[src/common/dualLanePkg.sv]
`default_nettype none

package dualLanePkg;

    localparam int NumRegs   = 32;
    localparam int DataWords = 64;
    localparam int ImemWords = 64;
    localparam int XLen      = 32;

    // rv32i major opcodes used by the decoder
    localparam logic [6:0] OpReg    = 7'b0110011;
    localparam logic [6:0] OpImm    = 7'b0010011;
    localparam logic [6:0] OpLoad   = 7'b0000011;
    localparam logic [6:0] OpStore  = 7'b0100011;
    localparam logic [6:0] OpBranch = 7'b1100011;
    localparam logic [6:0] OpJal    = 7'b1101111;

    typedef logic [$clog2(NumRegs)-1:0]   regIdx;    // architectural register number
    typedef logic [XLen-1:0]              word;
    typedef logic [$clog2(ImemWords)-1:0] imemAddr;  // instruction word index
    typedef logic [$clog2(DataWords)-1:0] dmemAddr;  // data word index

    typedef enum logic [1:0] {aluAdd, aluSub, aluAnd, aluOr} aluOp;
    typedef enum logic [1:0] {srcAlu, srcMem, srcPcPlus4} resultSrc;  // srcMem marks a load
    typedef enum logic [1:0] {pcSeq, pcBranch, pcJump} pcSel;         // non-seq is a redirect
    typedef enum logic [1:0] {
        fwdNone = 2'b00,
        fwdWb   = 2'b01,  // value from writeback stage
        fwdMem  = 2'b10   // value from memory stage
    } forwardSel;

    typedef struct packed {
        regIdx    rs1;
        regIdx    rs2;
        regIdx    rd;
        word      imm;        // sign extended, format picked by opcode
        aluOp     aluCtl;
        resultSrc resSrc;
        logic     regWrite;
        logic     memWrite;
        logic     aluSrcImm;  // operand b from imm
        logic     isBranch;
        logic     isJump;
    } decodedOp;

    typedef struct packed {
        regIdx     rs1D;
        regIdx     rs2D;
        regIdx     rs1E;
        regIdx     rs2E;
        regIdx     rdE;
        regIdx     rdM;
        regIdx     rdW;
        logic      regWriteM;
        logic      regWriteW;
        resultSrc  resultSrcE;
        pcSel      pcSelE;
        logic      memWait;  // lost the data memory this cycle
    } laneHazardIn;

    typedef struct packed {
        forwardSel forwardA;
        forwardSel forwardB;
        logic      stallF;
        logic      stallD;
        logic      flushD;
        logic      flushE;
        logic      stallLane;  // freeze f..m, bubble into w
    } laneHazardCtrl;

    typedef struct packed {
        logic    valid;
        logic    write;
        dmemAddr addr;
        word     wdata;
    } memReq;

    typedef struct packed {
        logic  valid;
        regIdx rd;
        word   value;
    } retireInfo;

endpackage

`default_nettype wire

[src/design/memArbiter.sv]
`timescale 1ns/1ns
`default_nettype none

module memArbiter (
    input  logic               clk,
    input  logic               reset,
    input  dualLanePkg::memReq req1,
    input  dualLanePkg::memReq req2,
    output logic               memWait1,
    output logic               memWait2,
    output dualLanePkg::memReq grantedReq
);
    import dualLanePkg::*;

    logic lane2WonLast;  // winner of the most recent conflict
    logic conflict;
    logic grant2;

    assign conflict = req1.valid && req2.valid;
    assign grant2   = req2.valid && (!req1.valid || !lane2WonLast);  // alone, or lane 1 won last

    always_ff @(posedge clk) begin
        if (reset) lane2WonLast <= 1'b1;  // so lane 1 goes first
        else if (conflict) lane2WonLast <= grant2;
    end

    assign memWait1   = req1.valid && grant2;
    assign memWait2   = req2.valid && !grant2;
    assign grantedReq = grant2 ? req2 : req1;  // idle passes req1 with valid low

endmodule

`default_nettype wire

[config.mk]
export PLATFORM = sky130hd
export DESIGN_NAME = memArbiter
export DESIGN_NICKNAME = d
export VERILOG_FILES = /design/src/common/dualLanePkg.sv /design/src/design/memArbiter.sv
export SDC_FILE = /design/constraint.sdc
export NUM_CORES = 1
export LEC_CHECK = 0
export BUFFER_PORTS_ARGS = -buffer_cell sky130_fd_sc_hd__buf_2
export CAP_MARGIN = 20
export CORE_ASPECT_RATIO = 1.75
export CORE_MARGIN = 3
export CORE_UTILIZATION = 24
export CTS_CLUSTER_SIZE = 40
export DETAILED_ROUTE_END_ITERATION = 8
export PLACE_DENSITY = 0.81
export SLEW_MARGIN = 20
export SYNTH_ARGS = -nofsm -noshare
export SYNTH_HDL_FRONTEND = slang
export SYNTH_SLANG_ARGS = --single-unit
[constraint.sdc]
create_clock -name clk -period 1.5 [get_ports clk]
set_input_delay 0.225 -clock clk [delete_from_list [all_inputs] [get_ports clk]]
set_output_delay 0.225 -clock clk [all_outputs]
set_load 0.05 [all_outputs]
==> flow_summary.json, run 1 <==
{
  "met1_usage": 0.179,
  "grtUsageMet2": 0.404,
  "grt_antenna_before_repair": 1,
  "period_share": 1.00,
  "yosysSeqAreaShare": 0.0341,
  "rows": 23,
  "async_flop_share": 0,
  "grt_start_max_net_pins": 21,
  "violations": "negative setup slack",
  "place_congestion": 0.710,
  "cp.required_ps": 1270,
  "synthToLayoutAreaGrowth_pct": 179,
  "setup_viol": 1,
  "grt_overflow": 0,
  "die-area_sq_um": 3100,
  "coreArea_sq_um": 2300,
  "cp-start-kind": "flip-flop",
  "synth_common_cells": "29 x mux2_2, 10 x mux2_4, 2 x buf_4",
  "cp.arrival_ps": 1280,
  "fmax_ghz": 0.666,
  "die_x_um": 43.4,
  "dr.pass1.iters": 4,
  "worst_pin_slew_ps": 260,
  "wire_per_inst_um": 17.8,
  "drive_gt1_frac": 0.972,
  "holdBufCountCts": 0,
  "grt_pass1_wl_mm": 4.82,
  "ant_nets": 0,
  "syn_nets": 133,
  "reg_top3": "lane2WonLast: 1 flops",
  "synth-main-ff-cell": "dfxtp_1",
  "critPathKind": "reg -> out",
  "reg2reg_depth": 3,
  "status": "finished, violations left",
  "setup_slack_ps": -2.43,
  "synth_edf_count": 0,
  "drv_slew": 0,
  "worst-path-max-fanout": 4,
  "synth_top_area_frac": 0.557,
  "drt_wl_total_mm": 3.64,
  "rsz0062_at_grt": "true",
  "ys_ff_latch": 1,
  "final_area_sq_um": 1640,
  "yosys_warnings": 0,
  "cp-endpoint": "grantedReq[34]",
  "die-height_um": 71.4,
  "drt-initial-drc-count": 4,
  "fin_nets": 262,
  "syn_inst": 51,
  "startpoint": "lane2WonLast$_SDFFE_PP1P_",
  "vias": 975,
  "ios": 124,
  "place_worst_setup_slack_ps": -49.3,
  "rrSetupSlack_ps": 690,
  "layout_min_cycle_time_ps": 1500,
  "fin_skew_ps": 0,
  "rr_startpoint": "lane2WonLast$_SDFFE_PP1P_",
  "synth_area_leader_cell": "mux2_2",
  "yosysMostFrequentCell": "mux2_2",
  "top_register": "lane2WonLast",
  "grt_use_met3": 0.0678,
  "worstSkewPairLatency_ps": 0,
  "relSlewSlack": 0.828,
  "synth.area.top_cells": "mux2_2 56%, mux2_4 26%, buf_12 3.4%",
  "grt_pass1_vias": 1046,
  "placed_cell_area_sq_um": 1260,
  "largest_reg_flops": 1,
  "cp-end-kind": "output pin",
  "syn_avg_cell_area_sq_um": 11.5,
  "ir_worst_vdd_uv": 386,
  "place_hpwl_mm": 2.58,
  "track_usage": 0.196,
  "avgViaCountPerCell": 4.78,
  "setup_tns_ps": -2.43,
  "utilization": 0.711,
  "hold_class": "in -> reg",
  "clk_pin_slew_ps": 0,
  "finalPower_w": 0.000958,
  "synth_cell_types": 13,
  "pwr_density_cell_nw_per_um2": 586,
  "port_buffers": 123,
  "syn_area_sq_um": 587,
  "route.detailed.drc": 0,
  "power.leakage_nw": 0.893,
  "fillCellCount": 164,
  "hold_viol_final": 0,
  "top_usage_layer": "met2",
  "cap_violations": 0,
  "worst_r2r_endpoint": "lane2WonLast$_SDFFE_PP1P_",
  "initial_core_util": 0.255
}
-- power by group --
group / switching, W / total [W] / internal [W]
combinational: 0.000507 / 0.000927 / 0.000420
clock: 0 / 0.0000000000896 / 0.0000000000896
sequential: 0.00000190 / 0.0000313 / 0.0000294
-- layout make-up --
type | instances | area (sq um) | area share
multi-input cells | 46 | 558 | 0.341
diodes | 1 | 2.50 | 0.00153
well taps | 25 | 31.3 | 0.0191
repair buffers | 131 | 1020 | 0.625
flip-flops and latches | 1 | 21.3 | 0.0130
-- how the worst min path moves through the flow --
stage | start | end | slack, ps | cells past startpoint
2_1_floorplan | reset | lane2WonLast$_SDFFE_PP1P_ | 330 | 1
3_3_place_gp | reset | lane2WonLast$_SDFFE_PP1P_ | 420 | 2
3_5_place_dp | reset | lane2WonLast$_SDFFE_PP1P_ | 430 | 2
4_1_cts | reset | lane2WonLast$_SDFFE_PP1P_ | 430 | 2
5_1_grt | reset | lane2WonLast$_SDFFE_PP1P_ | 430 | 2
6_report | reset | lane2WonLast$_SDFFE_PP1P_ | 430 | 2
-- per-stage QoR --
stage	hold slack, ps	instances
finish	430	204
global route	434	204
CTS	429	203
detailed placement	429	200
global placement	419	200
floorplan	332	51
-- cells in the final DEF, fill, tap and decap left out, drive strengths merged --
cell,n
a21boi,1
a21oi,1
and3,1
buf,130
clkbuf,1
dfxtp,1
diode,1
mux2,39
nand2,1
nor2,1
o21bai,1
or2,1
-- critical path, stage by stage, from the launching register on --
cell       delay, ps
dfxtp_2          310
a21boi_4         210
buf_6            150
clkbuf_16        140
mux2_4           300
buf_6            150
-- routing by layer --
layer | vias up | part of all wire
met2 | 104 | 0.54
li1 | 448 | -
met5 | - | 0
met1 | 421 | 0.31
met4 | 0 | 0.0066
met3 | 2 | 0.14
-- what timing repair did --
action,4_1_cts,5_1_grt
cloned,1,1
gates resized for setup,69,33
pin swaps,1,0
endpoints found under the setup margin,39,39
setup buffers,2,0
-- logic make-up after synthesis --
group,after synthesis,synth area share
buffers and inverters,4,0.0789
and+or+nand+nor,4,0.0341
muxes,39,0.812
DFF,1,0.0341
AOI/OAI and AO/OA,3,0.0405
Note: power is estimated with default switching activity, not from simulation.
==> run 2, diff against run 1 <==
--- a/config.mk
+++ b/config.mk
@@ -9,8 +9,10 @@
 export CAP_MARGIN = 20
+export CELL_PAD_IN_SITES_DETAIL_PLACEMENT = 1
+export CELL_PAD_IN_SITES_GLOBAL_PLACEMENT = 1
 export CORE_ASPECT_RATIO = 1.75
 export CORE_MARGIN = 3
-export CORE_UTILIZATION = 24
+export CORE_UTILIZATION = 14
 export CTS_CLUSTER_SIZE = 40
 export DETAILED_ROUTE_END_ITERATION = 8
-export PLACE_DENSITY = 0.81
+export PLACE_DENSITY_LB_ADDON = 0.1
 export SLEW_MARGIN = 20
--- a/constraint.sdc
+++ b/constraint.sdc
@@ -3,2 +3,2 @@
 set_output_delay 0.225 -clock clk [all_outputs]
-set_load 0.05 [all_outputs]
+set_load 0.005 [all_outputs]
==> run 2 against run 1 <==
The flow now finishes without violations; first-iteration DRC count down 100%; die area up 63%; global-route usage down 9.3 points; worst setup slack better by 48 ps; critical path depth unchanged; power down 56%; via count down 4.6%; clock skew unchanged; highest routed layer is now met3.
==> flow_summary.json, run 2 (synthesis gave the netlist of run 1 again) <==
{
  "vias": 930,
  "rsz0062_at_grt": "true",
  "fillCellCount": 515,
  "swShare": 0.316,
  "place_congestion": 0.700,
  "clkPwrFrac": 0,
  "final_common_cell": "buf_2",
  "final_cell_mix": "123 x buf_2, 29 x mux2_2, 10 x mux2_4, 4 x buf_4, 2 x buf_12",
  "initial_core_util": 0.149,
  "period_share": 0.969,
  "grt_overflow": 0,
  "setup_viol": 0,
  "clk_pin_slew_ps": 0,
  "setup_slack_ps": 45.9,
  "rrSetupSlack_ps": 650,
  "die_x_um": 54.9,
  "grt_pass1_wl_mm": 4.09,
  "holdWs_ps": 424,
  "worst-path-max-fanout": 18,
  "post_cts.repair.setup_buffers": 0,
  "combinationalPowerShare": 0.926,
  "port_buffers": 123,
  "route.detailed.drc": 0,
  "ir_worst_vdd_uv": 193,
  "drt_wl_total_mm": 2.88,
  "fin_nets": 260,
  "die-area_sq_um": 5030,
  "multi_input_area_sq_um": 528,
  "internal_power_w": 0.000288,
  "slowest_stage": "mux2_2",
  "grt_start_max_net_pins": 19,
  "pwr_density_cell_nw_per_um2": 325,
  "reg_top3": "lane2WonLast: 1 flops",
  "drive_gt1_frac": 0.966,
  "cp-start-kind": "input port",
  "layout_min_cycle_time_ps": 1450,
  "hold_viol_final": 0,
  "drt-initial-drc-count": 0,
  "top_register": "lane2WonLast",
  "rows": 30,
  "ios": 124,
  "avgViaCountPerCell": 4.15,
  "track_usage": 0.104,
  "place_worst_setup_slack_ps": 11.5,
  "fmax_ghz": 0.688,
  "relSlewSlack": 0.858,
  "net-switching-power_w": 0.000133,
  "grt_antenna_before_repair": 0,
  "die-height_um": 91.6,
  "cp-end-kind": "output pin",
  "worstSkewPairLatency_ps": 0,
  "worstPathBufferInverterCount": 3,
  "grt_pass1_vias": 1040,
  "crit_family": "buffers and inverters",
  "cp.required_ps": 1270,
  "utilization": 0.328,
  "crit_top_cell": "buf_2",
  "critPathKind": "in -> out",
  "coreArea_sq_um": 3940,
  "cap_violations": 0,
  "max_stage_delay_ps": 340,
  "status": "finished clean",
  "cp.arrival_ps": 1230,
  "fin_skew_ps": 0,
  "power.leakage_nw": 0.742,
  "dr.pass1.iters": 1,
  "drv_slew": 0,
  "power_frac_seq": 0.074,
  "holdBufCountCts": 0,
  "regArea_sq_um": 20.0,
  "antennaDiodeCount": 0,
  "place_hpwl_mm": 2.74,
  "wire_per_inst_um": 12.9,
  "worst_pin_slew_ps": 213,
  "largest_reg_flops": 1,
  "ant_nets": 0,
  "hold_class": "in -> reg",
  "synthToLayoutAreaGrowth_pct": 120,
  "crit_chain": "buf_2 -> a21boi_4 -> buf_12 -> mux2_2 -> buf_2"
}
[run 2: final cells by class]
cell class | instances | share of cell area
tap | 48 | 0.0464
sequential | 1 | 0.0155
timing repair buffer | 129 | 0.530
multi-input combinational | 46 | 0.408
[run 2: per-layer routing]
metal	wire, um	up-vias	GRT usage
li1	-	443	-
met1	733	412	0.0770
met2	1750	75	0.239
met3	396	0	0.0211
met4	0	0	0
met5	0	-	0
[run 2: path summary, 6_finish.rpt]
check	startpoint	end	depth (start not counted)
hold / removal	reset	lane2WonLast$_SDFFE_PP1P_	2
hold reg to reg	lane2WonLast$_SDFFE_PP1P_	lane2WonLast$_SDFFE_PP1P_	3
setup reg to reg	lane2WonLast$_SDFFE_PP1P_	lane2WonLast$_SDFFE_PP1P_	3
setup / recovery	req1[39]	grantedReq[6]	5
[run 2: worst register-to-register path: stages, from the launching register on]
cell and delay, ps:
dfxtp_1 360, buf_4 140, and3_1 150, o21bai_1 70
[run 2: what timing repair did]
action,in CTS,in global routing
hold endpoints to repair,0,0
gates resized for setup,0,0
setup endpoints to repair,0,28
[run 2: power by group through the flow]
stage	logic [W]	registers (W)	clock network [W]
4_1_cts	0.000400	0.0000311	0
5_1_grt	0.000432	0.0000314	0
2_1_floorplan	0.000182	0.0000305	0
3_5_place_dp	0.000398	0.0000310	0
3_3_place_gp	0.000390	0.0000310	0
6_report	0.000389	0.0000310	0
[run 2: per-stage QoR]
step                      cells  total power, W  TNS, ps  instance area (sq um)
after global placement      224        0.000421        0                   1290
final                       224        0.000420        0                   1290
after floorplan              51        0.000212        0                    587
after global routing        224        0.000464    -62.3                   1290
after CTS                   224        0.000431        0                   1290
after detailed placement    224        0.000429        0                   1290
