File: config.mk
export PLATFORM = sky130hd
export DESIGN_NAME = hazardUnit
export DESIGN_NICKNAME = d
export VERILOG_FILES = /design/src/common/dualLanePkg.sv /design/src/design/hazardUnit.sv
export SDC_FILE = /design/constraint.sdc
export NUM_CORES = 1
export LEC_CHECK = 0
export BUFFER_PORTS_ARGS = -buffer_cell sky130_fd_sc_hd__buf_2
export CAP_MARGIN = 10
export CORE_AREA = 8 8 54 74
export DETAILED_ROUTE_END_ITERATION = 8
export DIE_AREA = 0 0 62 82
export GPL_TIMING_DRIVEN = 0
export PLACE_DENSITY = 0.83
export SYNTH_ARGS = -nofsm -noshare
export SYNTH_HDL_FRONTEND = slang
export SYNTH_SLANG_ARGS = --single-unit
File: constraint.sdc
create_clock -name vclk -period 1
set_input_delay 0.1 -clock vclk [all_inputs]
set_output_delay 0.1 -clock vclk [all_outputs]
set_load 0.05 [all_outputs]
File: src/common/dualLanePkg.sv
`default_nettype none

package dualLanePkg;

    localparam int NumRegs   = 32;
    localparam int DataWords = 64;
    localparam int ImemWords = 64;
    localparam int XLen      = 32;

    // rv32i major opcodes used by the decoder
    localparam logic [6:0] OpReg    = 7'b0110011;
    localparam logic [6:0] OpImm    = 7'b0010011;
    localparam logic [6:0] OpLoad   = 7'b0000011;
    localparam logic [6:0] OpStore  = 7'b0100011;
    localparam logic [6:0] OpBranch = 7'b1100011;
    localparam logic [6:0] OpJal    = 7'b1101111;

    typedef logic [$clog2(NumRegs)-1:0]   regIdx;    // architectural register number
    typedef logic [XLen-1:0]              word;
    typedef logic [$clog2(ImemWords)-1:0] imemAddr;  // instruction word index
    typedef logic [$clog2(DataWords)-1:0] dmemAddr;  // data word index

    typedef enum logic [1:0] {aluAdd, aluSub, aluAnd, aluOr} aluOp;
    typedef enum logic [1:0] {srcAlu, srcMem, srcPcPlus4} resultSrc;  // srcMem marks a load
    typedef enum logic [1:0] {pcSeq, pcBranch, pcJump} pcSel;         // non-seq is a redirect
    typedef enum logic [1:0] {
        fwdNone = 2'b00,
        fwdWb   = 2'b01,  // value from writeback stage
        fwdMem  = 2'b10   // value from memory stage
    } forwardSel;

    typedef struct packed {
        regIdx    rs1;
        regIdx    rs2;
        regIdx    rd;
        word      imm;        // sign extended, format picked by opcode
        aluOp     aluCtl;
        resultSrc resSrc;
        logic     regWrite;
        logic     memWrite;
        logic     aluSrcImm;  // operand b from imm
        logic     isBranch;
        logic     isJump;
    } decodedOp;

    typedef struct packed {
        regIdx     rs1D;
        regIdx     rs2D;
        regIdx     rs1E;
        regIdx     rs2E;
        regIdx     rdE;
        regIdx     rdM;
        regIdx     rdW;
        logic      regWriteM;
        logic      regWriteW;
        resultSrc  resultSrcE;
        pcSel      pcSelE;
        logic      memWait;  // lost the data memory this cycle
    } laneHazardIn;

    typedef struct packed {
        forwardSel forwardA;
        forwardSel forwardB;
        logic      stallF;
        logic      stallD;
        logic      flushD;
        logic      flushE;
        logic      stallLane;  // freeze f..m, bubble into w
    } laneHazardCtrl;

    typedef struct packed {
        logic    valid;
        logic    write;
        dmemAddr addr;
        word     wdata;
    } memReq;

    typedef struct packed {
        logic  valid;
        regIdx rd;
        word   value;
    } retireInfo;

endpackage

`default_nettype wire

File: src/design/hazardUnit.sv
`timescale 1ns/1ns
`default_nettype none

module hazardUnit (
    input  dualLanePkg::laneHazardIn   hz1,
    input  dualLanePkg::laneHazardIn   hz2,
    output dualLanePkg::laneHazardCtrl ctrl1,
    output dualLanePkg::laneHazardCtrl ctrl2
);
    import dualLanePkg::*;

    // newest producer wins, x0 never forwards
    function automatic forwardSel fwdFor(regIdx rsE, laneHazardIn hz);
        if (rsE == '0) return fwdNone;
        if (hz.regWriteM && rsE == hz.rdM) return fwdMem;
        if (hz.regWriteW && rsE == hz.rdW) return fwdWb;
        return fwdNone;
    endfunction

    function automatic laneHazardCtrl laneCtrl(laneHazardIn hz);
        laneHazardCtrl c;
        logic          loadUse;
        c          = '0;
        c.forwardA = fwdFor(hz.rs1E, hz);  // forwarding holds even under a lane stall
        c.forwardB = fwdFor(hz.rs2E, hz);
        loadUse    = hz.resultSrcE == srcMem && hz.rdE != '0 &&
                     (hz.rdE == hz.rs1D || hz.rdE == hz.rs2D);
        if (hz.memWait) begin
            c.stallLane = 1'b1;  // execute is frozen, nothing else applies
        end else if (hz.pcSelE != pcSeq) begin
            c.flushD = 1'b1;     // drop the two wrong-path instructions
            c.flushE = 1'b1;
        end else if (loadUse) begin
            c.stallF = 1'b1;
            c.stallD = 1'b1;
            c.flushE = 1'b1;     // bubble behind the load
        end
        return c;
    endfunction

    // lanes are independent, same rules on each
    assign ctrl1 = laneCtrl(hz1);
    assign ctrl2 = laneCtrl(hz2);

endmodule

`default_nettype wire

==> metrics, run 1 <==
status=complete, but fails checks; violations in the final reports=setup timing; vias in the first global route=1532; CP Buf/Inv Count=3; overall fraction of global-route tracks in use=16.6%; top-area cell type share of the netlist area=38.1%; DIE AREA=~5100 um2; Worst Path Max Fanout=3; top achievable clock speed=736 MHz; number of max-slew violations in the final report=0; kind of cell adding the most delay to the critical path=simple AND/OR/NAND/NOR gates; leakage component of the power=0.922 nW; critical path launch point type=input pin; Crit. End Element=output port; overall via count from detail_route=1329; end point of the worst hold path=ctrl2[3]; standard-cell rows=24; critical-path cell with the highest stage delay=sky130_fd_sc_hd__or4_4; Yosys warning total=0; Worst Hold Class=in2out; sequential cells=0; kind of critical path=in2out; area of the core=2970 um2; growth of design area from synthesis to finish=137%; area taken by flip-flops and latches=0 um2; number of antenna violations at the first check in global routing=0; Wirelength per Cell=17.6 um; routability-driven placement congestion ratio=0.806; cell-internal power=442 uW; Most Frequent Cell on Critical Path=sky130_fd_sc_hd__buf_8; final setup TNS=-4.09 ns; total setup violations reported at the end of the flow=14; Worst Tran Pin Value=around 0.37 ns; Period minus WS final=1.36 ns; depth of the worst hold-timing path=3; list of cells traversed by the critical path=buf_8 -> or4_4 -> o21ai_4 -> nor4_4 -> buf_4 -> buf_8; part of the power in the clock network=0%; detailed-routing iteration count for the pre-antenna-repair pass=4; syn_area_per_cell=~7.4 um2; vertical extent of the die=between 80 and 90 um; final clock period utilization by the worst path=136%; DRC violation total after the first TritonRoute iteration=53; fraction of the yosys area taken by sequential cells=0%; final antenna-violating net count=0; post-place setup slack=-0.539 ns; half-perimeter wire length of the detailed placement result=3450 um; first-pass GRT wire length=6600 um; maximum vdd drop=325 uV; cell with the most instances after synthesis=sky130_fd_sc_hd__xor2_1; Gate Count Post-Synth=121; total of fill cells in the finished design=232; aggregate routed wire length=4700 um; library cell with the largest summed area after synthesis=sky130_fd_sc_hd__xor2_1; Max Cap Violations=0; routed vias/inst=4.98; hold-fix buffer count after cts=0; ant diodes=0; areal power density over the cells=422 nW/um2; share of total power in sequential cells=0%; number of buffers added on ports=102; DRC errors left=0; die width=62 um; total congestion overflow after global routing=0; arrival time of the worst setup path=1.26 ns; post-synth cell types=21; Hold Fails Final Rpt=0; Relative slew margins=around three quarters; required time at the endpoint of the critical path=~0.90 ns; layout cells sized above 1=65.8%; maximum number of pins on one net before global-route repair=5; nets=314; Synthesized Nets=just over 200; delay of the slowest cell on the worst path=0.54 ns; layout clock buffer count=0; startpoint of the lowest-slack hold path=hz2[1]; unrepaired setup endpoints after global routing=true; switching power=454 uW; number of placed I/O pins=102; Starting Density=30.1%; smallest setup slack after layout=-0.358 ns; switching power as a share of total power=approximately 50%; cell types occupying the most area after synthesis=sky130_fd_sc_hd__xor2_1 (38%), sky130_fd_sc_hd__xnor2_1 (20%), sky130_fd_sc_hd__nor2_1 (5.9%), sky130_fd_sc_hd__nor4_1 (4.9%), sky130_fd_sc_hd__buf_4 (3.4%); leading cell types by count after synthesis=sky130_fd_sc_hd__xor2_1 (39), sky130_fd_sc_hd__xnor2_1 (20), sky130_fd_sc_hd__nor2_1 (14); Comb pwr share=between 90% and 100%; cell area after technology mapping=896 um2; final core utilization=71.4%
power by group through the flow:
stage	registers, mW	logic, mW	clock network (mW)
floorplan	0	0.354	0
global placement	0	0.649	0
CTS	0	0.778	0
finish	0	0.897	0
detailed placement	0	0.666	0
global route	0	0.953	0
layout by cell type, fill, tap and decap left out:
master                     Yosys  final
sky130_fd_sc_hd__nand2_1       3      3
sky130_fd_sc_hd__o21ai_4       0      2
sky130_fd_sc_hd__nor3b_1       2      1
sky130_fd_sc_hd__nor3_4        0      1
sky130_fd_sc_hd__nand3_2       0      2
sky130_fd_sc_hd__xor2_4        0      2
sky130_fd_sc_hd__buf_2         0     62
sky130_fd_sc_hd__xor2_1       39     33
sky130_fd_sc_hd__xnor2_1      20     19
sky130_fd_sc_hd__buf_12        0      2
sky130_fd_sc_hd__inv_1         1      1
sky130_fd_sc_hd__xnor2_4       0      1
sky130_fd_sc_hd__a21boi_4      0      1
sky130_fd_sc_hd__o22ai_1       2      2
sky130_fd_sc_hd__a21oi_1       1      1
sky130_fd_sc_hd__nand3_1       4      2
sky130_fd_sc_hd__a22oi_2       0      2
sky130_fd_sc_hd__nor3b_2       0      1
sky130_fd_sc_hd__buf_8         0     10
sky130_fd_sc_hd__nor3_2        2      5
sky130_fd_sc_hd__nor4_1        7      2
sky130_fd_sc_hd__buf_4         4     11
sky130_fd_sc_hd__nor4b_4       0      3
sky130_fd_sc_hd__or4_4         2      4
sky130_fd_sc_hd__and3_1        1      1
sky130_fd_sc_hd__buf_6         0     26
sky130_fd_sc_hd__nor2_1       14      8
sky130_fd_sc_hd__nor3_1        5      1
sky130_fd_sc_hd__nor4_4        0      5
sky130_fd_sc_hd__or4_1         3      1
sky130_fd_sc_hd__nand4_1       3      3
sky130_fd_sc_hd__xor2_2        0      4
sky130_fd_sc_hd__nor2_4        0      6
metrics by stage:
step | std cells | area (um2) | power, mW | hold WS (ns)
2_1_floorplan | 121 | 1030 | 0.354 | 0.269
5_1_grt | 267 | 2120 | 0.953 | 0.522
3_5_place_dp | 262 | 1590 | 0.666 | 0.554
4_1_cts | 266 | 1900 | 0.778 | 0.543
3_3_place_gp | 262 | 1590 | 0.649 | 0.555
6_report | 267 | 2120 | 0.897 | 0.508
area by class of cell:
class / count / area [um2] / area share, %
well taps: 39 / 48.8 / 2.30
repair buffers: 107 / 846 / 39.8
multi-input cells: 116 / 1190 / 56.3
inverters: 1 / 3.75 / 0.177
plain buffers: 4 / 30.0 / 1.41
cells by family after synthesis:
family	share of synthesized area (%)
compound gates	6.84
buf+inv	3.77
xor+xnor	57.7
simple gates	31.7
layer usage:
metal  wire length (um)  GRT usage [%]  vias to the layer above
met5                  0              0                        -
met4                260           7.09                        0
li1                   -              -                      633
met1               1270           13.3                      596
met2               2650           34.0                       82
met3                510           5.02                       18
timing repair:
| item | in CTS | in global routing |
|---|---|---|
| pin swaps | 23 | 30 |
| setup buffers | 4 | 1 |
| endpoints found under the setup margin | 14 | 14 |
| resized for setup | 73 | 44 |
worst max path at each step:
stage                        from  endpoint  cells after the start
after global routing      hz1[21]  ctrl1[4]                      7
after floorplan           hz1[19]  ctrl1[4]                      5
after detailed placement  hz1[14]  ctrl1[5]                      6
final                     hz2[19]  ctrl2[4]                      6
after global placement    hz2[27]  ctrl2[7]                      6
after CTS                 hz2[21]  ctrl2[4]                      6
(Power assumes the default switching activity.)
==> run 2, diff against run 1 <==
Settings changed: GPL_ROUTABILITY_DRIVEN from default to 0, PLACE_DENSITY 0.83 to 0.78, REMOVE_ABC_BUFFERS from default to 1.
==> metrics, run 2 (synthesis results as in run 1) <==
number of antenna violations at the first check in global routing=0; DIE AREA=5080 um2; critical path launch point type=input pin; Max Cap Violations=0; DRC errors left=0; first-pass GRT wire length=approximately 6600 um; leakage component of the power=0.873 nW; switching power=414 uW; layout clock buffer count=0; vertical extent of the die=82 um; area of the core=2970 um2; aggregate routed wire length=~4600 um; number of buffers added on ports=102; switching power as a share of total power=49.4%; final core utilization=66.6%; area taken by multi-input logic gates=about 1100 um2; kind of critical path=in2out; highest-count cells in the layout ignoring fill and taps=sky130_fd_sc_hd__buf_2 (58), sky130_fd_sc_hd__xor2_1 (33), sky130_fd_sc_hd__buf_6 (32), sky130_fd_sc_hd__xnor2_1 (20), sky130_fd_sc_hd__buf_4 (9); status=complete, but fails checks; nets=310; routed vias/inst=5.09; Worst Tran Pin Value=a little over 0.4 ns; total setup violations reported at the end of the flow=14; required time at the endpoint of the critical path=0.90 ns; vias in the first global route=about 1600; top achievable clock speed=~750 MHz; areal power density over the cells=~420 nW/um2; number of max-slew violations in the final report=0; violations in the final reports=setup timing; overall via count from detail_route=1338; unrepaired setup endpoints after global routing=true; die width=62 um; final setup TNS=-3.94 ns; filler-free cell count of the finished design=263; Starting Density=a little under a third; ant diodes=0; Critical Path Source=hz2[41]; arrival time of the worst setup path=1.23 ns; Relative slew margins=72.5%; Comb pwr share=100.0%; detailed-routing iteration count for the pre-antenna-repair pass=3; overall fraction of global-route tracks in use=16.3%; area taken by flip-flops and latches=0 um2; smallest setup slack after layout=-0.335 ns; number of placed I/O pins=102; maximum vdd drop=274 uV; post-place setup slack=-0.556 ns; tightest hold margin=0.520 ns; sequential cells=0; maximum number of pins on one net before global-route repair=5; layout cells sized above 1=63.8%; growth of design area from synthesis to finish=121%; total congestion overflow after global routing=0; Worst Path Max Fanout=2; most common library cell in the layout ignoring fill and taps=sky130_fd_sc_hd__buf_2; total of fill cells in the finished design=223; standard-cell rows=24; final clock period utilization by the worst path=133%; Hold Fails Final Rpt=0; Crit. End Element=output port; # placed instances=between 200 and 300; final antenna-violating net count=0; cell-internal power=424 uW; startpoint of the lowest-slack hold path=hz1[2]; Period minus WS final=about 1.3 ns; Wirelength per Cell=about 17 um; half-perimeter wire length of the detailed placement result=3560 um; part of the power in the clock network=0%; Worst Hold Class=in2out; DRC violation total after the first TritonRoute iteration=28; share of total power in sequential cells=0%; depth of the worst hold-timing path=3; end point of the worst hold path=ctrl1[4]
==> run 2: cell count changes in the layout (fill, tap and decap cells not counted), moves of 3 or more <==
cell / previous run / this run
sky130_fd_sc_hd__nor2_2: 0 / 4
sky130_fd_sc_hd__nor2_4: 6 / 2
sky130_fd_sc_hd__buf_6: 26 / 32
sky130_fd_sc_hd__nor4_2: 0 / 3
sky130_fd_sc_hd__buf_2: 62 / 58
==> run 2: worst max-delay path by stage <==
stage | slack [ns] | depth (start not counted) | end
6_report | -0.33 | 6 | ctrl2[3]
5_1_grt | -0.38 | 6 | ctrl1[3]
3_5_place_dp | -0.56 | 6 | ctrl1[3]
3_3_place_gp | -0.54 | 6 | ctrl1[3]
4_1_cts | -0.37 | 6 | ctrl1[3]
2_1_floorplan | -2.49 | 4 | ctrl1[3]
==> run 2: layer usage <==
| metal | wire length [um] | global-route usage [%] | vias to the layer above | part of all wire (%) |
|---|---|---|---|---|
| li1 | - | - | 627 | - |
| met1 | 1410 | 14.4 | 611 | 31 |
| met2 | 2400 | 31.9 | 90 | 52 |
| met3 | 682 | 7.21 | 10 | 15 |
| met4 | 100 | 3.89 | 0 | 2.2 |
| met5 | 0 | 0 | - | 0 |
==> run 2: repair_timing <==
item,in CTS,in global routing
endpoints found under the setup margin,14,14
gates resized for setup,78,40
pin swaps,32,17
hold endpoints to repair,0,0
buffers inserted,2,3
hold buffers,0,0
==> run 2: critical path, stage by stage <==
cell,delay [ns]
sky130_fd_sc_hd__buf_6,0.09
sky130_fd_sc_hd__xor2_1,0.16
sky130_fd_sc_hd__nor3_2,0.20
sky130_fd_sc_hd__a22oi_2,0.13
sky130_fd_sc_hd__nor4_4,0.32
sky130_fd_sc_hd__buf_6,0.21
==> run 2: layout make-up <==
class / count / share of cell area, %
inverters: 1 / 0.190
multi-input cells: 116 / 55.0
well taps: 39 / 2.47
repair buffers: 107 / 42.4
==> run 2: per-stage QoR <==
step | power, mW | area (um2)
finish | 0.838 | 1980
global route | 0.895 | 1980
CTS | 0.748 | 1770
detailed placement | 0.623 | 1430
global placement | 0.612 | 1430
floorplan | 0.302 | 866
==> run 2: power by group through the flow <==
stage                     registers (mW)  logic (mW)  clock network, mW
final                                  0       0.838                  0
after global routing                   0       0.895                  0
after CTS                              0       0.748                  0
after detailed placement               0       0.623                  0
after global placement                 0       0.612                  0
after floorplan                        0       0.302                  0
