## src/common/dualLanePkg.sv

```systemverilog
`default_nettype none

package dualLanePkg;

    localparam int NumRegs   = 32;
    localparam int DataWords = 64;
    localparam int ImemWords = 64;
    localparam int XLen      = 32;

    // rv32i major opcodes used by the decoder
    localparam logic [6:0] OpReg    = 7'b0110011;
    localparam logic [6:0] OpImm    = 7'b0010011;
    localparam logic [6:0] OpLoad   = 7'b0000011;
    localparam logic [6:0] OpStore  = 7'b0100011;
    localparam logic [6:0] OpBranch = 7'b1100011;
    localparam logic [6:0] OpJal    = 7'b1101111;

    typedef logic [$clog2(NumRegs)-1:0]   regIdx;    // architectural register number
    typedef logic [XLen-1:0]              word;
    typedef logic [$clog2(ImemWords)-1:0] imemAddr;  // instruction word index
    typedef logic [$clog2(DataWords)-1:0] dmemAddr;  // data word index

    typedef enum logic [1:0] {aluAdd, aluSub, aluAnd, aluOr} aluOp;
    typedef enum logic [1:0] {srcAlu, srcMem, srcPcPlus4} resultSrc;  // srcMem marks a load
    typedef enum logic [1:0] {pcSeq, pcBranch, pcJump} pcSel;         // non-seq is a redirect
    typedef enum logic [1:0] {
        fwdNone = 2'b00,
        fwdWb   = 2'b01,  // value from writeback stage
        fwdMem  = 2'b10   // value from memory stage
    } forwardSel;

    typedef struct packed {
        regIdx    rs1;
        regIdx    rs2;
        regIdx    rd;
        word      imm;        // sign extended, format picked by opcode
        aluOp     aluCtl;
        resultSrc resSrc;
        logic     regWrite;
        logic     memWrite;
        logic     aluSrcImm;  // operand b from imm
        logic     isBranch;
        logic     isJump;
    } decodedOp;

    typedef struct packed {
        regIdx     rs1D;
        regIdx     rs2D;
        regIdx     rs1E;
        regIdx     rs2E;
        regIdx     rdE;
        regIdx     rdM;
        regIdx     rdW;
        logic      regWriteM;
        logic      regWriteW;
        resultSrc  resultSrcE;
        pcSel      pcSelE;
        logic      memWait;  // lost the data memory this cycle
    } laneHazardIn;

    typedef struct packed {
        forwardSel forwardA;
        forwardSel forwardB;
        logic      stallF;
        logic      stallD;
        logic      flushD;
        logic      flushE;
        logic      stallLane;  // freeze f..m, bubble into w
    } laneHazardCtrl;

    typedef struct packed {
        logic    valid;
        logic    write;
        dmemAddr addr;
        word     wdata;
    } memReq;

    typedef struct packed {
        logic  valid;
        regIdx rd;
        word   value;
    } retireInfo;

endpackage

`default_nettype wire

```

## src/lane/instrDecoder.sv

```systemverilog
`timescale 1ns/1ns
`default_nettype none

module instrDecoder (
    input  dualLanePkg::word      instr,
    output dualLanePkg::decodedOp op
);
    import dualLanePkg::*;

    logic [6:0] opcode;
    logic [2:0] funct3;
    logic [6:0] funct7;
    word        immI, immS, immB, immJ;

    assign opcode = instr[6:0];
    assign funct3 = instr[14:12];
    assign funct7 = instr[31:25];

    assign immI = {{20{instr[31]}}, instr[31:20]};
    assign immS = {{20{instr[31]}}, instr[31:25], instr[11:7]};
    assign immB = {{19{instr[31]}}, instr[31], instr[7], instr[30:25], instr[11:8], 1'b0};
    assign immJ = {{11{instr[31]}}, instr[31], instr[19:12], instr[20], instr[30:21], 1'b0};

    always_comb begin
        op     = '0;            // unknown encodings retire nothing
        op.rs1 = instr[19:15];
        op.rs2 = instr[24:20];
        op.rd  = instr[11:7];
        case (opcode)
            OpReg: begin
                op.regWrite = 1'b1;
                case ({funct7, funct3})
                    10'b0000000_000: op.aluCtl = aluAdd;
                    10'b0100000_000: op.aluCtl = aluSub;
                    10'b0000000_111: op.aluCtl = aluAnd;
                    10'b0000000_110: op.aluCtl = aluOr;
                    default:         op.regWrite = 1'b0;  // not one of the four
                endcase
            end
            OpImm: if (funct3 == 3'b000) begin  // addi only
                op.regWrite  = 1'b1;
                op.aluSrcImm = 1'b1;
                op.imm       = immI;
            end
            OpLoad: if (funct3 == 3'b010) begin  // lw, address = rs1 + imm
                op.regWrite  = 1'b1;
                op.aluSrcImm = 1'b1;
                op.resSrc    = srcMem;
                op.imm       = immI;
            end
            OpStore: if (funct3 == 3'b010) begin  // sw
                op.memWrite  = 1'b1;
                op.aluSrcImm = 1'b1;
                op.imm       = immS;
            end
            OpBranch: if (funct3 == 3'b000) begin  // beq
                op.isBranch = 1'b1;
                op.imm      = immB;
            end
            OpJal: begin
                op.regWrite = 1'b1;
                op.isJump   = 1'b1;
                op.resSrc   = srcPcPlus4;  // link value
                op.imm      = immJ;
            end
            default: ;
        endcase
    end

endmodule

`default_nettype wire

```

## src/lane/regFile.sv

```systemverilog
`timescale 1ns/1ns
`default_nettype none

module regFile (
    input  logic               clk,
    input  logic               reset,
    input  dualLanePkg::regIdx raddr1,
    input  dualLanePkg::regIdx raddr2,
    input  dualLanePkg::regIdx waddr,
    input  logic               we,
    input  dualLanePkg::word   wdata,
    output dualLanePkg::word   rdata1,
    output dualLanePkg::word   rdata2
);
    import dualLanePkg::*;

    word regs [NumRegs];  // entry 0 is never written

    always_ff @(posedge clk) begin
        if (reset) begin
            regs <= '{default: '0};
        end else if (we && waddr != '0) begin
            regs[waddr] <= wdata;
        end
    end

    // x0 first, then same-cycle write bypass
    assign rdata1 = (raddr1 == '0) ? '0 : (we && raddr1 == waddr) ? wdata : regs[raddr1];
    assign rdata2 = (raddr2 == '0) ? '0 : (we && raddr2 == waddr) ? wdata : regs[raddr2];

endmodule

`default_nettype wire

```

## src/lane/lanePipeline.sv

```systemverilog
`timescale 1ns/1ns
`default_nettype none

module lanePipeline (
    input  logic                       clk,
    input  logic                       reset,
    output dualLanePkg::imemAddr       instrAddr,
    input  dualLanePkg::word           instr,
    output dualLanePkg::laneHazardIn   hzIn,
    input  dualLanePkg::laneHazardCtrl hzCtrl,
    output dualLanePkg::memReq         memOut,
    input  logic                       memWait,
    input  dualLanePkg::word           readData,
    output dualLanePkg::retireInfo     retire
);
    import dualLanePkg::*;

    typedef struct packed {
        word pc;
        word instr;
    } fdStage;

    typedef struct packed {
        word      pc;
        decodedOp op;
        word      rd1;
        word      rd2;
    } deStage;

    typedef struct packed {
        logic     regWrite;
        logic     memWrite;
        resultSrc resSrc;
        regIdx    rd;
        word      aluResult;  // also the data address
        word      storeData;
        word      pcPlus4;
    } emStage;

    typedef struct packed {
        logic     regWrite;
        resultSrc resSrc;
        regIdx    rd;
        word      aluResult;
        word      loadData;
        word      pcPlus4;
    } mwStage;

    word      pcF;
    logic     validD, validE, validM, validW;
    fdStage   fdR;
    deStage   deR;
    emStage   emR;
    mwStage   mwR;
    decodedOp opD;
    word      rd1D, rd2D;
    word      srcA, srcB, aluB, aluResult, target, pcPlus4E, fwdM, resultW;
    pcSel     pcSelE;
    logic     regWriteM, regWriteW;

    // fetch
    assign instrAddr = pcF[$bits(imemAddr)+1:2];  // byte pc to word index

    always_ff @(posedge clk) begin
        if (reset) begin
            pcF <= '0;
        end else if (!hzCtrl.stallLane) begin
            if (pcSelE != pcSeq) pcF <= target;  // redirect beats load-use
            else if (!hzCtrl.stallF) pcF <= pcF + 32'd4;
        end
    end

    // decode
    always_ff @(posedge clk) begin
        if (reset) begin
            validD <= 1'b0;
        end else if (!hzCtrl.stallLane) begin
            if (hzCtrl.flushD) validD <= 1'b0;
            else if (!hzCtrl.stallD) validD <= 1'b1;
        end
    end

    always_ff @(posedge clk) begin
        if (!hzCtrl.stallLane && !hzCtrl.stallD) fdR <= '{pc: pcF, instr: instr};
    end

    instrDecoder decoder (
        .instr(fdR.instr),
        .op   (opD)
    );

    regFile regs (
        .clk   (clk),
        .reset (reset),
        .raddr1(opD.rs1),
        .raddr2(opD.rs2),
        .waddr (mwR.rd),
        .we    (regWriteW),
        .wdata (resultW),
        .rdata1(rd1D),
        .rdata2(rd2D)
    );

    // execute
    always_ff @(posedge clk) begin
        if (reset) validE <= 1'b0;
        else if (!hzCtrl.stallLane) validE <= validD && !hzCtrl.flushE;
    end

    always_ff @(posedge clk) begin
        if (hzCtrl.stallLane) begin
            deR.rd1 <= srcA;  // capture forwarded operands, w drains while held
            deR.rd2 <= srcB;
        end else begin
            deR <= '{pc: fdR.pc, op: opD, rd1: rd1D, rd2: rd2D};
        end
    end

    always_comb begin
        case (hzCtrl.forwardA)
            fwdMem:  srcA = fwdM;
            fwdWb:   srcA = resultW;
            default: srcA = deR.rd1;
        endcase
        case (hzCtrl.forwardB)
            fwdMem:  srcB = fwdM;
            fwdWb:   srcB = resultW;
            default: srcB = deR.rd2;
        endcase
    end

    assign aluB = deR.op.aluSrcImm ? deR.op.imm : srcB;

    always_comb begin
        case (deR.op.aluCtl)
            aluSub:  aluResult = srcA - aluB;
            aluAnd:  aluResult = srcA & aluB;
            aluOr:   aluResult = srcA | aluB;
            default: aluResult = srcA + aluB;
        endcase
    end

    assign target   = deR.pc + deR.op.imm;  // beq and jal are both pc relative
    assign pcPlus4E = deR.pc + 32'd4;

    always_comb begin
        if (!validE) pcSelE = pcSeq;
        else if (deR.op.isJump) pcSelE = pcJump;
        else if (deR.op.isBranch && srcA == srcB) pcSelE = pcBranch;  // beq taken
        else pcSelE = pcSeq;
    end

    // memory
    always_ff @(posedge clk) begin
        if (reset) validM <= 1'b0;
        else if (!hzCtrl.stallLane) validM <= validE;
    end

    always_ff @(posedge clk) begin
        if (!hzCtrl.stallLane) begin
            emR <= '{regWrite: deR.op.regWrite, memWrite: deR.op.memWrite,
                     resSrc: deR.op.resSrc, rd: deR.op.rd, aluResult: aluResult,
                     storeData: srcB, pcPlus4: pcPlus4E};
        end
    end

    assign memOut = '{valid: validM && (emR.memWrite || emR.resSrc == srcMem),
                      write: emR.memWrite,
                      addr:  emR.aluResult[$bits(dmemAddr)+1:2],
                      wdata: emR.storeData};

    assign regWriteM = validM && emR.regWrite;
    assign fwdM      = (emR.resSrc == srcPcPlus4) ? emR.pcPlus4 : emR.aluResult;  // jal link

    // writeback
    always_ff @(posedge clk) begin
        if (reset) validW <= 1'b0;
        else validW <= validM && !hzCtrl.stallLane;  // bubble while m is held
    end

    always_ff @(posedge clk) begin
        mwR <= '{regWrite: emR.regWrite, resSrc: emR.resSrc, rd: emR.rd,
                 aluResult: emR.aluResult, loadData: readData, pcPlus4: emR.pcPlus4};
    end

    always_comb begin
        case (mwR.resSrc)
            srcMem:     resultW = mwR.loadData;
            srcPcPlus4: resultW = mwR.pcPlus4;
            default:    resultW = mwR.aluResult;
        endcase
    end

    assign regWriteW = validW && mwR.regWrite;
    assign retire    = '{valid: regWriteW && mwR.rd != '0, rd: mwR.rd, value: resultW};

    assign hzIn = '{rs1D: opD.rs1, rs2D: opD.rs2,
                    rs1E: deR.op.rs1, rs2E: deR.op.rs2, rdE: deR.op.rd,
                    rdM: emR.rd, rdW: mwR.rd,
                    regWriteM: regWriteM, regWriteW: regWriteW,
                    resultSrcE: validE ? deR.op.resSrc : srcAlu,  // bubble is no load
                    pcSelE: pcSelE, memWait: memWait};

endmodule

`default_nettype wire

```

## config.mk

```make
export PLATFORM = sky130hd
export DESIGN_NAME = lanePipeline
export DESIGN_NICKNAME = d
export VERILOG_FILES = /design/src/common/dualLanePkg.sv /design/src/lane/instrDecoder.sv /design/src/lane/regFile.sv /design/src/lane/lanePipeline.sv
export SDC_FILE = /design/constraint.sdc
export NUM_CORES = 2
export LEC_CHECK = 0
export BUFFER_PORTS_ARGS = -buffer_cell sky130_fd_sc_hd__buf_2
export CAP_MARGIN = 20
export CORE_MARGIN = 5
export CORE_UTILIZATION = 44
export DETAILED_ROUTE_END_ITERATION = 12
export PLACE_DENSITY = 0.72
export SETUP_SLACK_MARGIN = 0.05
export SLEW_MARGIN = 20
export SYNTH_ARGS = -nofsm -noshare
export SYNTH_HDL_FRONTEND = slang
export SYNTH_SLANG_ARGS = --single-unit
```

## constraint.sdc

```tcl
create_clock -name clk -period 9.9 [get_ports clk]
set_input_delay 1.485 -clock clk [delete_from_list [all_inputs] [get_ports clk]]
set_output_delay 1.485 -clock clk [all_outputs]
set_load 0.05 [all_outputs]
```

==> flow_metrics.tcl <==
set metrics [dict create \
    status "completed" \
    rsz0062_at_grt "no" \
    critPathMaxFanout 26 \
    die_y_um 421.3 \
    synth.most_common_cell "nor2_1" \
    cts_resized 0 \
    hpwl_um 166500 \
    ios 202 \
    clock.fmax_mhz 130.0 \
    synth_nets 8172 \
    layout_setup_ws_ps 2206 \
    drc 0 \
    worstSetupPathType "flop to flop" \
    min-delay-start "emR[85]" \
    r2r_cells 21 \
    worst_pin_slew_ps 1276 \
    ys_ff_latch 1474 \
    wl_per_cell_um 26.94 \
    synth.top_cell.area_share_pct 33.02 \
    numPortBuffers 199 \
    yosysWarnings 0 \
    cpPeakStageDelay_ps 950 \
    clockRootBuffer "clkbuf_16" \
    worstPathRequired_ps 10440 \
    cts_tree "built" \
    gp_congestion 0.9625 \
    relSlewSlack_pct 14.91 \
    syn_inst 8019 \
    p_leak_nw 30.45 \
    synth_ff_type "dfxtp_1" \
    die_area_mm2 0.1775 \
    grt_overflow 0 \
    pre_cts_ws_ps 1984 \
    crit_chain "inv_1 -> ha_2 -> o21a_1 -> inv_2 -> a221oi_1 -> o22ai_1 -> o31a_1 -> or4_1 -> nor2_1 -> a31oi_1 -> xnor2_1 -> ha_1 -> a21o_1 -> a2111oi_0 -> a21oi_1 -> nor2_1 -> o21ai_0 -> a221o_1 -> a21oi_1 -> xor2_1 -> o21ai_0" \
    placed_cells 9773 \
    post-route-period-util_pct 77.72 \
    ys_top_cells_by_count "1851 x nor2_1, 1228 x dfxtp_1, 1165 x a21oi_1, 575 x nand2_1, 538 x clkbuf_1" \
    grt.total_usage_pct 29.23 \
    async_flop_share_pct 0 \
    numCtsBuffers 155 \
    cts_hold_buf 0 \
    hold_viol_final 0 \
    synth_area_per_cell_um2 9.284 \
    clock_latency_ps 840 \
    antenna_found_initial 8 \
    ant_nets 0 \
    h-tree-depth 4 \
    totalWireLength_um 271100 \
    layout-drive-gt1-share_pct 15.88 \
    synthToLayoutAreaGrowth_pct 9.310 \
    yosysTopAreaCell "dfxtp_1" \
    finalClockSkew_ps 32.82 \
    clkSinkCount 1474 \
    setup_tns_ps 0 \
    drt_iter0_drc 9273 \
    start_util_pct 44.08 \
    path_buf_inv 2 \
    end_kind "flop" \
    power.density_mw_per_mm2 181.3 \
    r2r-end "emR[91]" \
    yosys-top-cells-area "dfxtp_1 33%, mux4_2 15%, edfxtp_1 9.9%, nor2_1 9.3%, a21oi_1 7.8%" \
    yosysSeqAreaShare_pct 42.94 \
    drv_cap 0 \
    rrSetupSlack_ps 2210 \
    core_mm2 0.1689 \
    slew_violations 0 \
    setup_viol 0 \
    row_count 151 \
    avgViaCountPerCell 6.366 \
    grt_pass1_wl_um 395800 \
    fin_nets 7865 \
    hold_end "mwR[85]" \
    clk_pin_slew_worst_paths_ps 60 \
    chipWidth_um 421.3 \
    fin_crit_ps 7694 \
    hold_class "flop to flop" \
    fin_cells 10060 \
    clk_path_buf_depth 3 \
    cts_setup_buffers 0 \
    dr.pass1.iters 6 \
    vias 64070 \
    arrival_ps 8230 \
    grt_pass1_vias 61550 \
    start_kind "flop" \
    cpLargestDelayFamily "compound AO/OA/AOI/OAI gates" \
    peakVddDrop_uv 162.6 \
    netlist-cell-type-count 94 \
    r2r-start "mwR[101]" \
    syn_area_mm2 0.07445 \
    synth-edff-count 246 \
    power.total_w 0.01476 \
    grt_max_degree 249 \
    critPathSlowestCell "o21a_1" \
    min_path_cells 0 \
]
through the flow:
stage	utilization, %	instance area [um2]	hold WS [ps]
final	48.18	81380	366.6
after global routing	48.18	81380	374.4
after CTS	48.17	81370	364.4
after detailed placement	45.06	76110	354.1
after global placement	45.06	76110	346.9
after floorplan	-	74450	340.0
worst max-delay path by stage:
stage               from  endpoint  slack, ps  cells after the start
2_1_floorplan  hzCtrl[0]    deR[7]       1910                      5
5_1_grt         mwR[101]   emR[94]       1660                     20
3_3_place_gp   hzCtrl[6]   emR[85]       1930                     22
6_report        mwR[101]   emR[91]       2210                     21
4_1_cts         mwR[101]   emR[85]       2280                     22
3_5_place_dp   hzCtrl[6]   emR[85]       1980                     22
kinds of logic (layout without fill, tap and decap cells):
family	Yosys count	count (layout)	synth area share (%)
multiplexers	754	754	18.50
other	0	4	0
adder cells (fa/ha/maj)	102	102	1.650
AO/OA/AOI/OAI	1846	1846	14.68
buffers and inverters	892	715	5.126
XOR/XNOR	150	150	1.765
AND/OR/NAND/NOR	2801	2801	15.33
flip-flops	1474	1474	42.94
layer usage:
metal  GRT usage, %  share of wire (%)  vias to the layer above
met1          36.04                 36                    31250
li1               -                  -                    27750
met4          20.43                8.3                        8
met2          45.79                 45                     4072
met5              0              0.018                        -
met3          6.328                 11                      994
where the power goes:
group / leakage, nW / switching [W] / total, W / internal [W]
Clock: 2.56 / 0.00258 / 0.00605 / 0.00347
Combinational: 15.5 / 0.00168 / 0.00230 / 0.000617
Sequential: 12.4 / 0.000109 / 0.00640 / 0.00629
state kept, by name, summed over array words and instances (netlist names):
signal     cells
emR           61
fdR           64
validW         1
pcF           32
validD         1
deR          126
hzIn          25
memOut        39
validE         1
regs.regs   1024
validM         1
mwR           99
final cells by class:
cell class	instances	area, um2
clock buffer	213	4431
clock inverter	74	833.3
antenna	4	10.01
timing repair buffer	334	2147
inverter	94	362.8
tap	2218	2775
fill	15420	87520
multi-input combinational	5653	38850
sequential	1474	31970
cells in the final DEF (no fill, tap or decap), drive strengths merged, types with 36 or more instances in the layout:
master  instances
a211oi         44
a21o           36
a21oi        1165
a221oi         54
a22o           36
buf           334
clkbuf        213
clkinv         55
dfxtp        1228
edfxtp        246
ha             75
inv            89
mux2           78
mux2i         186
mux4          490
nand2         577
nand2b         56
nand3          57
nor2         1851
nor2b          56
nor3           57
o211ai         38
o21a           36
o21ai         148
o221ai         80
o22ai          37
xnor2         106
xor2           44
Note: power is estimated with default switching activity, not from simulation.
